<file path="config.mk">
export PLATFORM = sky130hd
export DESIGN_NAME = ifu_top
export DESIGN_NICKNAME = d
export VERILOG_FILES = /design/src/hdl/ifu_pkg.sv /design/src/hdl/ifu_top.sv /design/src/hdl/ifu_inst_queue.sv /design/src/hdl/ifu_pc_gen.sv /design/src/hdl/ifu_fetch_ctrl.sv
export SDC_FILE = /design/constraint.sdc
export NUM_CORES = 1
export LEC_CHECK = 0
export ABC_AREA = 0
export BUFFER_PORTS_ARGS = -buffer_cell sky130_fd_sc_hd__buf_4
export CELL_PAD_IN_SITES_DETAIL_PLACEMENT = 2
export CELL_PAD_IN_SITES_GLOBAL_PLACEMENT = 2
export CORE_MARGIN = 1
export CORE_UTILIZATION = 33
export CTS_BUF_LIST = sky130_fd_sc_hd__clkbuf_4 sky130_fd_sc_hd__clkbuf_8
export DETAILED_ROUTE_END_ITERATION = 10
export PLACE_DENSITY_LB_ADDON = 0.08
export SETUP_SLACK_MARGIN = 0.02
export SLEW_MARGIN = 20
export SYNTH_ARGS = -nofsm -noshare
export SYNTH_HDL_FRONTEND = slang
export SYNTH_HIERARCHICAL = 1
export SYNTH_SLANG_ARGS = --single-unit
</file>
<file path="constraint.sdc">
create_clock -name clk -period 10.9 [get_ports clk]
set_input_delay 3.27 -clock clk [delete_from_list [all_inputs] [get_ports clk]]
set_output_delay 3.27 -clock clk [all_outputs]
set_load 0.05 [all_outputs]
</file>
<file path="src/hdl/ifu_pkg.sv">
`default_nettype none

package ifu_pkg;

   // widths of the fetch datapath
   localparam int ADDR_W  = 32;
   localparam int INST_W  = 32;
   localparam int BLOCK_W = 2 * INST_W;

   // byte address
   typedef logic [ADDR_W-1:0] addr_t;

   // one instruction word
   typedef logic [INST_W-1:0] inst_t;

   // one cache block, two instructions
   // low half sits at address bit 2 = 0
   typedef logic [BLOCK_W-1:0] block_t;

   // boot address
   localparam addr_t RESET_PC = 32'h1c00_0000;

   // pc step per instruction
   localparam addr_t INST_BYTES = 32'd4;

   // bytes per fetch block
   localparam addr_t BLOCK_BYTES = 32'd8;

   // clears the offset inside a block
   localparam addr_t BLOCK_MASK = ~(BLOCK_BYTES - 32'd1);

   // fetch controller states
   // IDLE  out of reset only
   // REQ   waiting to issue, fires when the queue runs dry
   // WAIT  one request outstanding
   // DROP  outstanding answer is stale after a redirect
   typedef enum logic [1:0] {
      IDLE = 2'd0,
      REQ  = 2'd1,
      WAIT = 2'd2,
      DROP = 2'd3
   } fetch_state_t;

endpackage

`default_nettype wire
</file>
<file path="src/hdl/ifu_top.sv">
`timescale 1ns/1ps
`default_nettype none

module ifu_top (
   input  wire                  clk,
   input  wire                  reset,

   // execute side
   input  wire                  exu_ifu_stall_req,
   input  wire                  redirect,
   input  wire ifu_pkg::addr_t  redirect_pc,

   // cache answer
   input  wire ifu_pkg::block_t icu_ifu_data_ic2,
   input  wire                  icu_ifu_data_valid_ic2,

   // cache request
   output wire                  ifu_icu_req_ic1,
   output wire ifu_pkg::addr_t  ifu_icu_addr_ic1,

   // to execute
   output wire ifu_pkg::inst_t  inst_f,
   output wire ifu_pkg::addr_t  pc_out,
   output wire                  inst_valid_f
   );

   wire flush_iq;
   wire accepted_valid;
   wire iq_not_empty;
   wire fetch_ahead;

   // request FSM
   ifu_fetch_ctrl u_fetch_ctrl (
      .clk                    (clk),
      .reset                  (reset),
      .redirect               (redirect),
      .iq_not_empty           (iq_not_empty),
      .fetch_ahead            (fetch_ahead),
      .instr_2nd              (pc_out[2]),
      .icu_ifu_data_valid_ic2 (icu_ifu_data_valid_ic2),
      .req_issue              (ifu_icu_req_ic1),
      .flush_iq               (flush_iq),
      .accepted_valid         (accepted_valid));

   // fetch pc and request address
   ifu_pc_gen u_pc_gen (
      .clk              (clk),
      .reset            (reset),
      .redirect         (redirect),
      .redirect_pc      (redirect_pc),
      .inst_valid_f     (inst_valid_f),
      .req_issue        (ifu_icu_req_ic1),
      .iq_not_empty     (iq_not_empty),
      .pc_f             (pc_out),
      .ifu_icu_addr_ic1 (ifu_icu_addr_ic1));

   // one-block queue, fed only by accepted answers
   ifu_inst_queue u_inst_queue (
      .clk                    (clk),
      .reset                  (reset),
      .pc_f                   (pc_out),
      .exu_ifu_stall_req      (exu_ifu_stall_req),
      .flush_iq               (flush_iq),
      .icu_ifu_data_ic2       (icu_ifu_data_ic2),
      .icu_ifu_data_valid_ic2 (accepted_valid),
      .iq_not_empty           (iq_not_empty),
      .fetch_ahead            (fetch_ahead),
      .inst_f                 (inst_f),
      .inst_valid_f           (inst_valid_f));

endmodule

`default_nettype wire

</file>
<file path="src/hdl/ifu_inst_queue.sv">
`timescale 1ns/1ps
`default_nettype none

module ifu_inst_queue (
   input  wire                  clk,
   input  wire                  reset,

   input  wire ifu_pkg::addr_t  pc_f,

   input  wire                  exu_ifu_stall_req,
   input  wire                  flush_iq,

   // accepted answer only, stale blocks are already filtered
   input  wire ifu_pkg::block_t icu_ifu_data_ic2,
   input  wire                  icu_ifu_data_valid_ic2,

   output logic                 iq_not_empty,
   output logic                 fetch_ahead,
   output ifu_pkg::inst_t       inst_f,
   output logic                 inst_valid_f
   );

   logic            instr_2nd;
   logic            iq_not_empty_q;
   logic            stalled_q;
   logic            inst_present;
   ifu_pkg::block_t inst_rdata_q;
   ifu_pkg::block_t inst_data;

   // slot select
   assign instr_2nd = pc_f[2];

   // not-empty flag
   // set when a block lands with pc in the first slot
   // cleared once pc sits in the second slot, or on a flush
   always_ff @(posedge clk) begin
      if (reset) begin
         iq_not_empty_q <= 1'b0;
      end else if (instr_2nd | icu_ifu_data_valid_ic2 | flush_iq) begin
         iq_not_empty_q <= ~instr_2nd & ~flush_iq;
      end
   end

   // something for the current pc, fresh or stored
   assign inst_present = icu_ifu_data_valid_ic2 | iq_not_empty_q | stalled_q;

   // stalled flag
   // keeps an instruction alive while execute holds it off,
   // covers the second slot that the not-empty flag drops
   always_ff @(posedge clk) begin
      if (reset) begin
         stalled_q <= 1'b0;
      end else begin
         stalled_q <= exu_ifu_stall_req & inst_present & ~flush_iq;
      end
   end

   // block register, payload only
   always_ff @(posedge clk) begin
      if (icu_ifu_data_valid_ic2) begin
         inst_rdata_q <= icu_ifu_data_ic2;
      end
   end

   // bypass the arriving block in its own cycle
   assign inst_data = icu_ifu_data_valid_ic2 ? icu_ifu_data_ic2 : inst_rdata_q;

   // pc bit 2 picks the half
   assign inst_f = instr_2nd ? inst_data[63:32] : inst_data[31:0];

   // consumed whenever high
   assign inst_valid_f = inst_present & ~exu_ifu_stall_req & ~flush_iq;

   assign iq_not_empty = inst_present & ~flush_iq;

   // stored block in use and moving
   assign fetch_ahead = (iq_not_empty_q | stalled_q) & ~exu_ifu_stall_req & ~flush_iq;

   // controller only refills an empty queue,
   // so a new block never lands on a pending instruction
   assert property (@(posedge clk) disable iff (reset)
      icu_ifu_data_valid_ic2 |-> !(iq_not_empty_q || stalled_q))
      else $error("fetch block arrived while the queue still held one");

endmodule

`default_nettype wire

</file>
<file path="src/hdl/ifu_pc_gen.sv">
`timescale 1ns/1ps
`default_nettype none

module ifu_pc_gen (
   input  wire                 clk,
   input  wire                 reset,

   // execute side redirect
   input  wire                 redirect,
   input  wire ifu_pkg::addr_t redirect_pc,

   // consume strobe from the queue
   input  wire                 inst_valid_f,

   // request strobe and queue occupancy
   input  wire                 req_issue,
   input  wire                 iq_not_empty,

   output ifu_pkg::addr_t      pc_f,
   output ifu_pkg::addr_t      ifu_icu_addr_ic1
   );

   ifu_pkg::addr_t pc_block;
   ifu_pkg::addr_t next_block;
   ifu_pkg::addr_t req_addr;

   // fetch pc
   // redirect wins over a consume
   // a stall keeps inst_valid_f low, so pc holds
   always_ff @(posedge clk) begin
      if (reset) begin
         pc_f <= ifu_pkg::RESET_PC;
      end else if (redirect) begin
         pc_f <= redirect_pc;
      end else if (inst_valid_f) begin
         pc_f <= pc_f + ifu_pkg::INST_BYTES;
      end
   end

   // block holding the current pc
   assign pc_block = pc_f & ifu_pkg::BLOCK_MASK;

   // block after it
   assign next_block = pc_block + ifu_pkg::BLOCK_BYTES;

   // empty queue fetches the block of pc itself
   // otherwise the last slot is leaving now, so fetch ahead
   assign req_addr = iq_not_empty ? next_block : pc_block;

   // address bus parked at zero between requests
   assign ifu_icu_addr_ic1 = req_issue ? req_addr : '0;

   // execute side only jumps to word boundaries
   assert property (@(posedge clk) disable iff (reset)
      redirect |-> (redirect_pc[1:0] == 2'b00))
      else $error("redirect target is not word aligned");

endmodule

`default_nettype wire

</file>
<file path="src/hdl/ifu_fetch_ctrl.sv">
`timescale 1ns/1ps
`default_nettype none

module ifu_fetch_ctrl (
   input  wire  clk,
   input  wire  reset,

   // execute side redirect strobe
   input  wire  redirect,

   // queue status
   input  wire  iq_not_empty,
   input  wire  fetch_ahead,
   input  wire  instr_2nd,

   // raw answer strobe from the cache
   input  wire  icu_ifu_data_valid_ic2,

   output logic req_issue,
   output logic flush_iq,
   output logic accepted_valid
   );

   ifu_pkg::fetch_state_t state;
   ifu_pkg::fetch_state_t state_nxt;

   logic queue_dry;
   logic answer_live;

   // queue holds nothing at all,
   // or the second slot of the stored block leaves this cycle
   // so the next block is needed right after
   assign queue_dry = ~iq_not_empty | (fetch_ahead & instr_2nd);

   // request only from REQ, never on a redirect cycle
   // since pc is about to jump and the address would be stale
   assign req_issue = (state == ifu_pkg::REQ) & queue_dry & ~redirect;

   // redirect flushes the queue on the same cycle
   assign flush_iq = redirect;

   // answer belongs to the current pc only in WAIT
   assign answer_live = (state == ifu_pkg::WAIT) & ~redirect;

   // stale or dropped answers never reach the queue
   assign accepted_valid = icu_ifu_data_valid_ic2 & answer_live;

   always_comb begin
      state_nxt = state;
      case (state)
         ifu_pkg::IDLE: begin
            // first request one cycle after reset
            state_nxt = ifu_pkg::REQ;
         end
         ifu_pkg::REQ: begin
            // hold here until the queue is about to run dry
            if (req_issue) begin
               state_nxt = ifu_pkg::WAIT;
            end
         end
         ifu_pkg::WAIT: begin
            if (icu_ifu_data_valid_ic2) begin
               // answer taken, or swallowed if redirect hits the same cycle
               state_nxt = ifu_pkg::REQ;
            end else if (redirect) begin
               state_nxt = ifu_pkg::DROP;
            end
         end
         ifu_pkg::DROP: begin
            // throw the old block away, then fetch the redirect target
            if (icu_ifu_data_valid_ic2) begin
               state_nxt = ifu_pkg::REQ;
            end
         end
         default: begin
            state_nxt = ifu_pkg::IDLE;
         end
      endcase
   end

   always_ff @(posedge clk) begin
      if (reset) begin
         state <= ifu_pkg::IDLE;
      end else begin
         state <= state_nxt;
      end
   end

   // one request in flight at most
   // a new request never meets an answer still coming back
   assert property (@(posedge clk) disable iff (reset)
      req_issue |-> !icu_ifu_data_valid_ic2)
      else $error("fetch request issued while an answer is outstanding");

   // cache never answers without a request
   assert property (@(posedge clk) disable iff (reset)
      (state == ifu_pkg::IDLE) |-> !icu_ifu_data_valid_ic2)
      else $error("cache answer arrived with no request outstanding");

endmodule

`default_nettype wire

</file>
== Yosys cells after proc, flatten, opt, wreduce, memory -nomap -nowiden ==
Cells that the tools add are included.

* $add $sub $neg: 2
* Eq/ne operators: 6
* Muxes and demuxes: 11
* Bitwise logic cells: 23
* Reductions and logical operators: 3

{| class="wikitable"
|+ Operators with widths
! operator !! number
|-
| $mux W32 || 5
|-
| $mux W64 || 1
|-
| $add A32 B3 Y32 const B || 1
|-
| $add A32 B4 Y32 const B || 1
|-
| $and A1 B1 Y1 || 13
|-
| $mux W2 || 4
|-
| $pmux W2 S4 || 1
|-
| $or A1 B1 Y1 || 6
|-
| $eq A2 B2 Y1 const B || 2
|-
| $not A1 Y1 || 4
|-
| $ne A3 B3 Y1 const B || 1
|-
| $reduce_and A3 Y1 || 1
|-
| $eq A2 B1 Y1 const B || 1
|-
| $logic_not A2 Y1 || 1
|-
| $ne A2 B1 Y1 const B || 1
|-
| $ne A2 B2 Y1 const B || 1
|-
| $reduce_bool A2 Y1 || 1
|}

* Register bits: 100
* Input port bits: 101
* Word-level logic and storage cells: 50

== Depth between registers and ports, before layout ==
* Depth after elaboration: 12
* Gate-level depth with buffers: 14
* Depth with buffers taken out: 11

== Hierarchy ==
Netlist, hierarchy kept.

{| class="wikitable"
|+ Modules (own cells, without submodules)
! module !! times used !! cells each !! area an instance (um^2)
|-
| ifu_inst_queue || 1 || 181 || 2700.1
|-
| ifu_pc_gen || 1 || 343 || 2544.9
|-
| ifu_fetch_ctrl || 1 || 23 || 211.5
|}

== Least setup slack after synthesis ==
Ideal clock, no wire load.

* Path type: input -> output
* Start: input redirect
* End: output ifu_icu_addr_ic1[24]
* Data arrival time: 6.432 ns
* Setup slack: 1.198 ns
* Cell stages on the path: 12
* Buffers on the path: 4
* Cells stage by stage: nor2b_2 > and2_1 > buf_6 > buf_8 > nor3_1 > nor2_1 > nand2_1 > or4_1 > clkbuf_1 > buf_2 > or3_1 > a21oi_1

* Cells in the longest elaborated chain, start to end: 11

{| class="wikitable"
|+ Ends and longest elaborated chain
! item !! RTL line !! text
|-
| start, declared || ifu_top.sv:10 || <nowiki>input wire redirect,</nowiki>
|-
| $not A1 Y1 * || ifu_fetch_ctrl.sv:43 || <nowiki>assign answer_live = (state == ifu_pkg::WAIT) & ~redirect;</nowiki>
|-
| $and A1 B1 Y1 * || ifu_fetch_ctrl.sv:43 ||
|-
| $and A1 B1 Y1 * || ifu_fetch_ctrl.sv:46 || <nowiki>assign accepted_valid = icu_ifu_data_valid_ic2 & answer_live;</nowiki>
|-
| via accepted_valid || ifu_top.sv:28 || <nowiki>wire accepted_valid;</nowiki>
|-
| $or A1 B1 Y1 * (2 in series) || ifu_inst_queue.sv:45 || <nowiki>assign inst_present = icu_ifu_data_valid_ic2 | iq_not_empty_q | stalled_q;</nowiki>
|-
| $and A1 B1 Y1 * || ifu_inst_queue.sv:74 || <nowiki>assign iq_not_empty = inst_present & ~flush_iq;</nowiki>
|-
| via iq_not_empty || ifu_top.sv:29 || <nowiki>wire iq_not_empty;</nowiki>
|-
| $not A1 Y1 || ifu_fetch_ctrl.sv:33 || <nowiki>assign queue_dry = ~iq_not_empty | (fetch_ahead & instr_2nd);</nowiki>
|-
| $or A1 B1 Y1 || ifu_fetch_ctrl.sv:33 ||
|-
| $and A1 B1 Y1 (2 in series) || ifu_fetch_ctrl.sv:37 || <nowiki>assign req_issue = (state == ifu_pkg::REQ) & queue_dry & ~redirect;</nowiki>
|-
| $mux W32 * || ifu_pc_gen.sv:51 || <nowiki>assign ifu_icu_addr_ic1 = req_issue ? req_addr : '0;</nowiki>
|-
| end, declared || ifu_top.sv:19 || <nowiki>output wire ifu_pkg::addr_t ifu_icu_addr_ic1,</nowiki>
|}

The timed path passes the listed nets; every way through them passes the cells marked *.

== Final worst setup path ==
* Start: input redirect
* End: output ifu_icu_addr_ic1[23]

The elaborated chain is that of the path after synthesis.

==> summary.md <==
| Metric | Value |
|---|---|
| GRT Overall Usage | `between 20% and 30%` |
| Clk pwr share | `21.8%` |
| Synth area leader | `dfxtp_1` |
| Final wirelength | `between 15,000 and 20,000 um` |
| Drt pass-1 iters | `4` |
| Finish-stage setup viols | `0` |
| Fraction of registers with async set/reset | `0%` |
| Number of flops mapped to enable cells by yosys | `0` |
| IO Port Bufs | `195` |
| # clock sinks | `100` |
| Initial antenna violation count | `0` |
| Hold Slack | `around 0.48 ns` |
| Final Hold Fails | `0` |
| Top achievable clock speed | `101.6 MHz` |
| Drt first-iter violations | `149` |
| # DRC | `0` |
| Root buffer cell | `clkbuf_8` |
| Storage element area | `~0.002 mm2` |
| Switching Share | `between 30% and 40%` |
| Multi-input gate area | `between 0.003 and 0.004 mm2` |
| First-pass GRT wire length | `28,320 um` |
| Worst hold start | `u_inst_queue/inst_rdata_q[13]` |
| H-tree depth | `3` |
| RSZ-0062 raised after global routing | `no` |
| TritonCTS buffer count | `9` |
| Worst setup path class | `in -> out` |
| Area grow syn2layout | `30.80%` |
| Reg clk slew, reported paths | `about 0.090 ns` |
| Vias in the first global route | `about 5,300` |
| DIE AREA | `0.01705 mm2` |
| FF+latch count, synth | `100` |
| Core Util, Final | `between 40% and 50%` |
| Die extent in x | `130.6 um` |
| HP Class | `reg -> reg` |
| Syn Area/Cell | `9.975 um2` |
| Vias/cell | `5.241` |
| RePlAce Congestion | `0.7649` |
| Sequential area share after synthesis | `36.69%` |
| Dpl hpwl | `between 10,000 and 15,000 um` |
| Via count | `4,890` |
| CP Data Required Time | `between 7 and 8 ns` |
| Routed Antenna Nets | `0` |
| Cell area after synthesis | `0.005456 mm2` |
| Critical Path Start | `redirect` |
| Crit share post-route | `between 90% and 100%` |
| # rows | `46` |
| Core Box Area | `0.01600 mm2` |
| Number of gates resized after cts | `0` |
| Worst slew pin tran | `between 1 and 1.5 ns` |
| WL/cell | `around 20 um` |
| Initial Util | `34.10%` |
| Most numerous cell in the Yosys netlist | `dfxtp_1` |
| Die Y | `roughly 130 um` |
| CTS max path bufs | `2` |
| Fin. max-slew vios | `0` |
| Setup TNS Final | `0 ns` |
| Worst setup SP type | `primary input` |
| Largest net degree at the start of global routing | `66` |
| Max_slew headroom | `29.73%` |
| Fillers | `1,780` |
| Io pins | `around 200` |
| Kind of capture point of the worst setup path | `output pin` |
| Yosys warns | `6` |
| Share of layout cells above drive strength 1 | `between 40% and 50%` |
| Reg power frac | `about two fifths` |
| Inserted Diodes | `0` |
| CTS tree | `done` |
| Total internal power | `0.7973 mW` |
| Cell area power density | `179.9 mW/mm2` |
| Pleak | `2.926 nW` |
| CTS hold repair buffers | `0` |
| Clock Latency Late Sink | `0.39 ns` |
| Net Sw Power | `0.4866 mW` |
| MaxCap Viol Count | `0` |
| Number of distinct library cells after synthesis | `57` |
| Postcts setup bufs | `0` |
| WHS Path Cells | `1` |
| R2R cell count | `11` |
| Logic pwr share | `39.8%` |
| Post-synth top flop | `dfxtp_1` |
| Peak supply drop | `0.07414 mV` |
| Worst clock skew | `0.01580 ns` |
| Synth top area share | `36.69%` |
| Placed cells | `~920` |
| Final min period | `9.842 ns` |
| NumNets Final | `about 800` |
| Outcome | `completed` |
| Worst-path maximum fanout | `27` |
| GRT Residual Overflow | `0` |
| Mapped Cells | `547` |
| R2r startpoint | `u_fetch_ctrl/state[0]` |
| Post-synth top cells | `dfxtp_1 (100), mux2_2 (58), nor2_1 (45), mux2_4 (38), nand2_1 (25)` |
| Non-Filler Instances | `933` |
| Arr. time, crit path | `approximately 6.6 ns` |
| Area contributors post-synth | `dfxtp_1 (37%), mux2_2 (12%), mux2_4 (10%)` |
cell type report:
cell class	instances	share of cell area (%)
flip-flops and latches	100	28.07
multi-input cells	394	43.67
well taps	216	3.787
clock inverters	6	1.332
inverters	9	0.4734
clock buffers	10	1.841
repair buffers	198	20.83
through the flow:
step           instance area [um2]  total power [mW]  worst slack, ns
6_report                      7137             1.284            1.058
5_1_grt                       7137             1.344           0.7759
4_1_cts                       7137             1.298            1.054
3_5_place_dp                  6910             1.014            1.083
3_3_place_gp                  6910            0.9882            1.280
2_1_floorplan                 5464            0.8579            1.198
path summary, 6_finish.rpt:
kind,end,slack [ns]
worst min register to register,u_inst_queue/inst_rdata_q[13],0.48
worst max register to register,u_pc_gen/pc_f[30],7.58
worst max-delay path,ifu_icu_addr_ic1[23],1.06
worst min-delay path,u_inst_queue/inst_rdata_q[13],0.48
critical path, cell delays in order:
cell      delay (ns)
buf_4           0.28
nor2b_2         0.11
and2_4          0.18
nor3_1          0.34
nor2_1          0.22
a21boi_2        0.21
nor2_1          0.17
and2_1          0.29
clkinv_1        0.80
a21oi_1         0.43
buf_4           0.26
placed cells by master (no fill, tap or decap), types with 2 or more instances in the layout:
master / Yosys / layout
and3_1: 4 / 4
conb_1: 1 / 3
or3_2: 2 / 2
nor3_1: 10 / 10
nor3b_1: 4 / 4
mux2i_1: 6 / 6
buf_4: 5 / 198
a311oi_1: 15 / 15
a211oi_1: 9 / 9
nor4_1: 9 / 9
inv_1: 8 / 8
or4_1: 18 / 18
nand3_1: 10 / 10
o31ai_1: 11 / 11
nor2_1: 45 / 45
bufinv_16: 0 / 2
a2111oi_0: 2 / 2
clkinvlp_4: 0 / 2
or3_1: 19 / 19
clkbuf_8: 2 / 9
and2_1: 3 / 2
nand2b_1: 3 / 3
xor2_1: 10 / 10
o21ai_0: 17 / 17
xnor2_1: 12 / 12
dfxtp_1: 100 / 99
nand4_1: 14 / 14
ha_1: 5 / 5
nand2_1: 25 / 25
and4_1: 2 / 2
a21oi_1: 22 / 22
mux2_2: 58 / 58
mux2_4: 38 / 38
logic make-up (layout without fill, tap and decap cells):
group	Yosys count	count (layout)	share of synthesized area, %
xor gates and xnor gates	22	22	3.531
AOI/OAI and AO/OA	85	85	10.80
other	1	3	0.06873
muxes	102	102	23.53
adders and majority gates	5	5	1.147
buffers and inverters	55	223	6.375
and+or+nand+nor	177	177	17.86
DFF	100	100	36.69
sequential cells by signal (all words and copies together) (netlist names):
| register | count |
|---|---|
| u_inst_queue/inst_rdata_q | 64 |
| u_pc_gen/pc_f | 32 |
| u_fetch_ctrl/state | 2 |
| u_inst_queue/iq_not_empty_q | 1 |
| u_inst_queue/stalled_q | 1 |
metal layers:
metal	routed length [um]	up-vias	track usage (%)	share of wire (%)
li1	-	2332	-	-
met1	7857	2391	25.97	43
met2	9303	147	39.06	50
met3	1033	20	4.479	5.6
met4	239	0	6.220	1.3
met5	0	-	0	0
power by group through the flow:
stage / Sequential [mW] / Clock [mW] / Combinational [mW]
6_report: 0.493 / 0.280 / 0.511
2_1_floorplan: 0.508 / 0 / 0.350
3_3_place_gp: 0.495 / 0 / 0.493
3_5_place_dp: 0.502 / 0 / 0.512
4_1_cts: 0.495 / 0.288 / 0.515
5_1_grt: 0.503 / 0.304 / 0.537
Note: power is estimated with default switching activity, not from simulation.
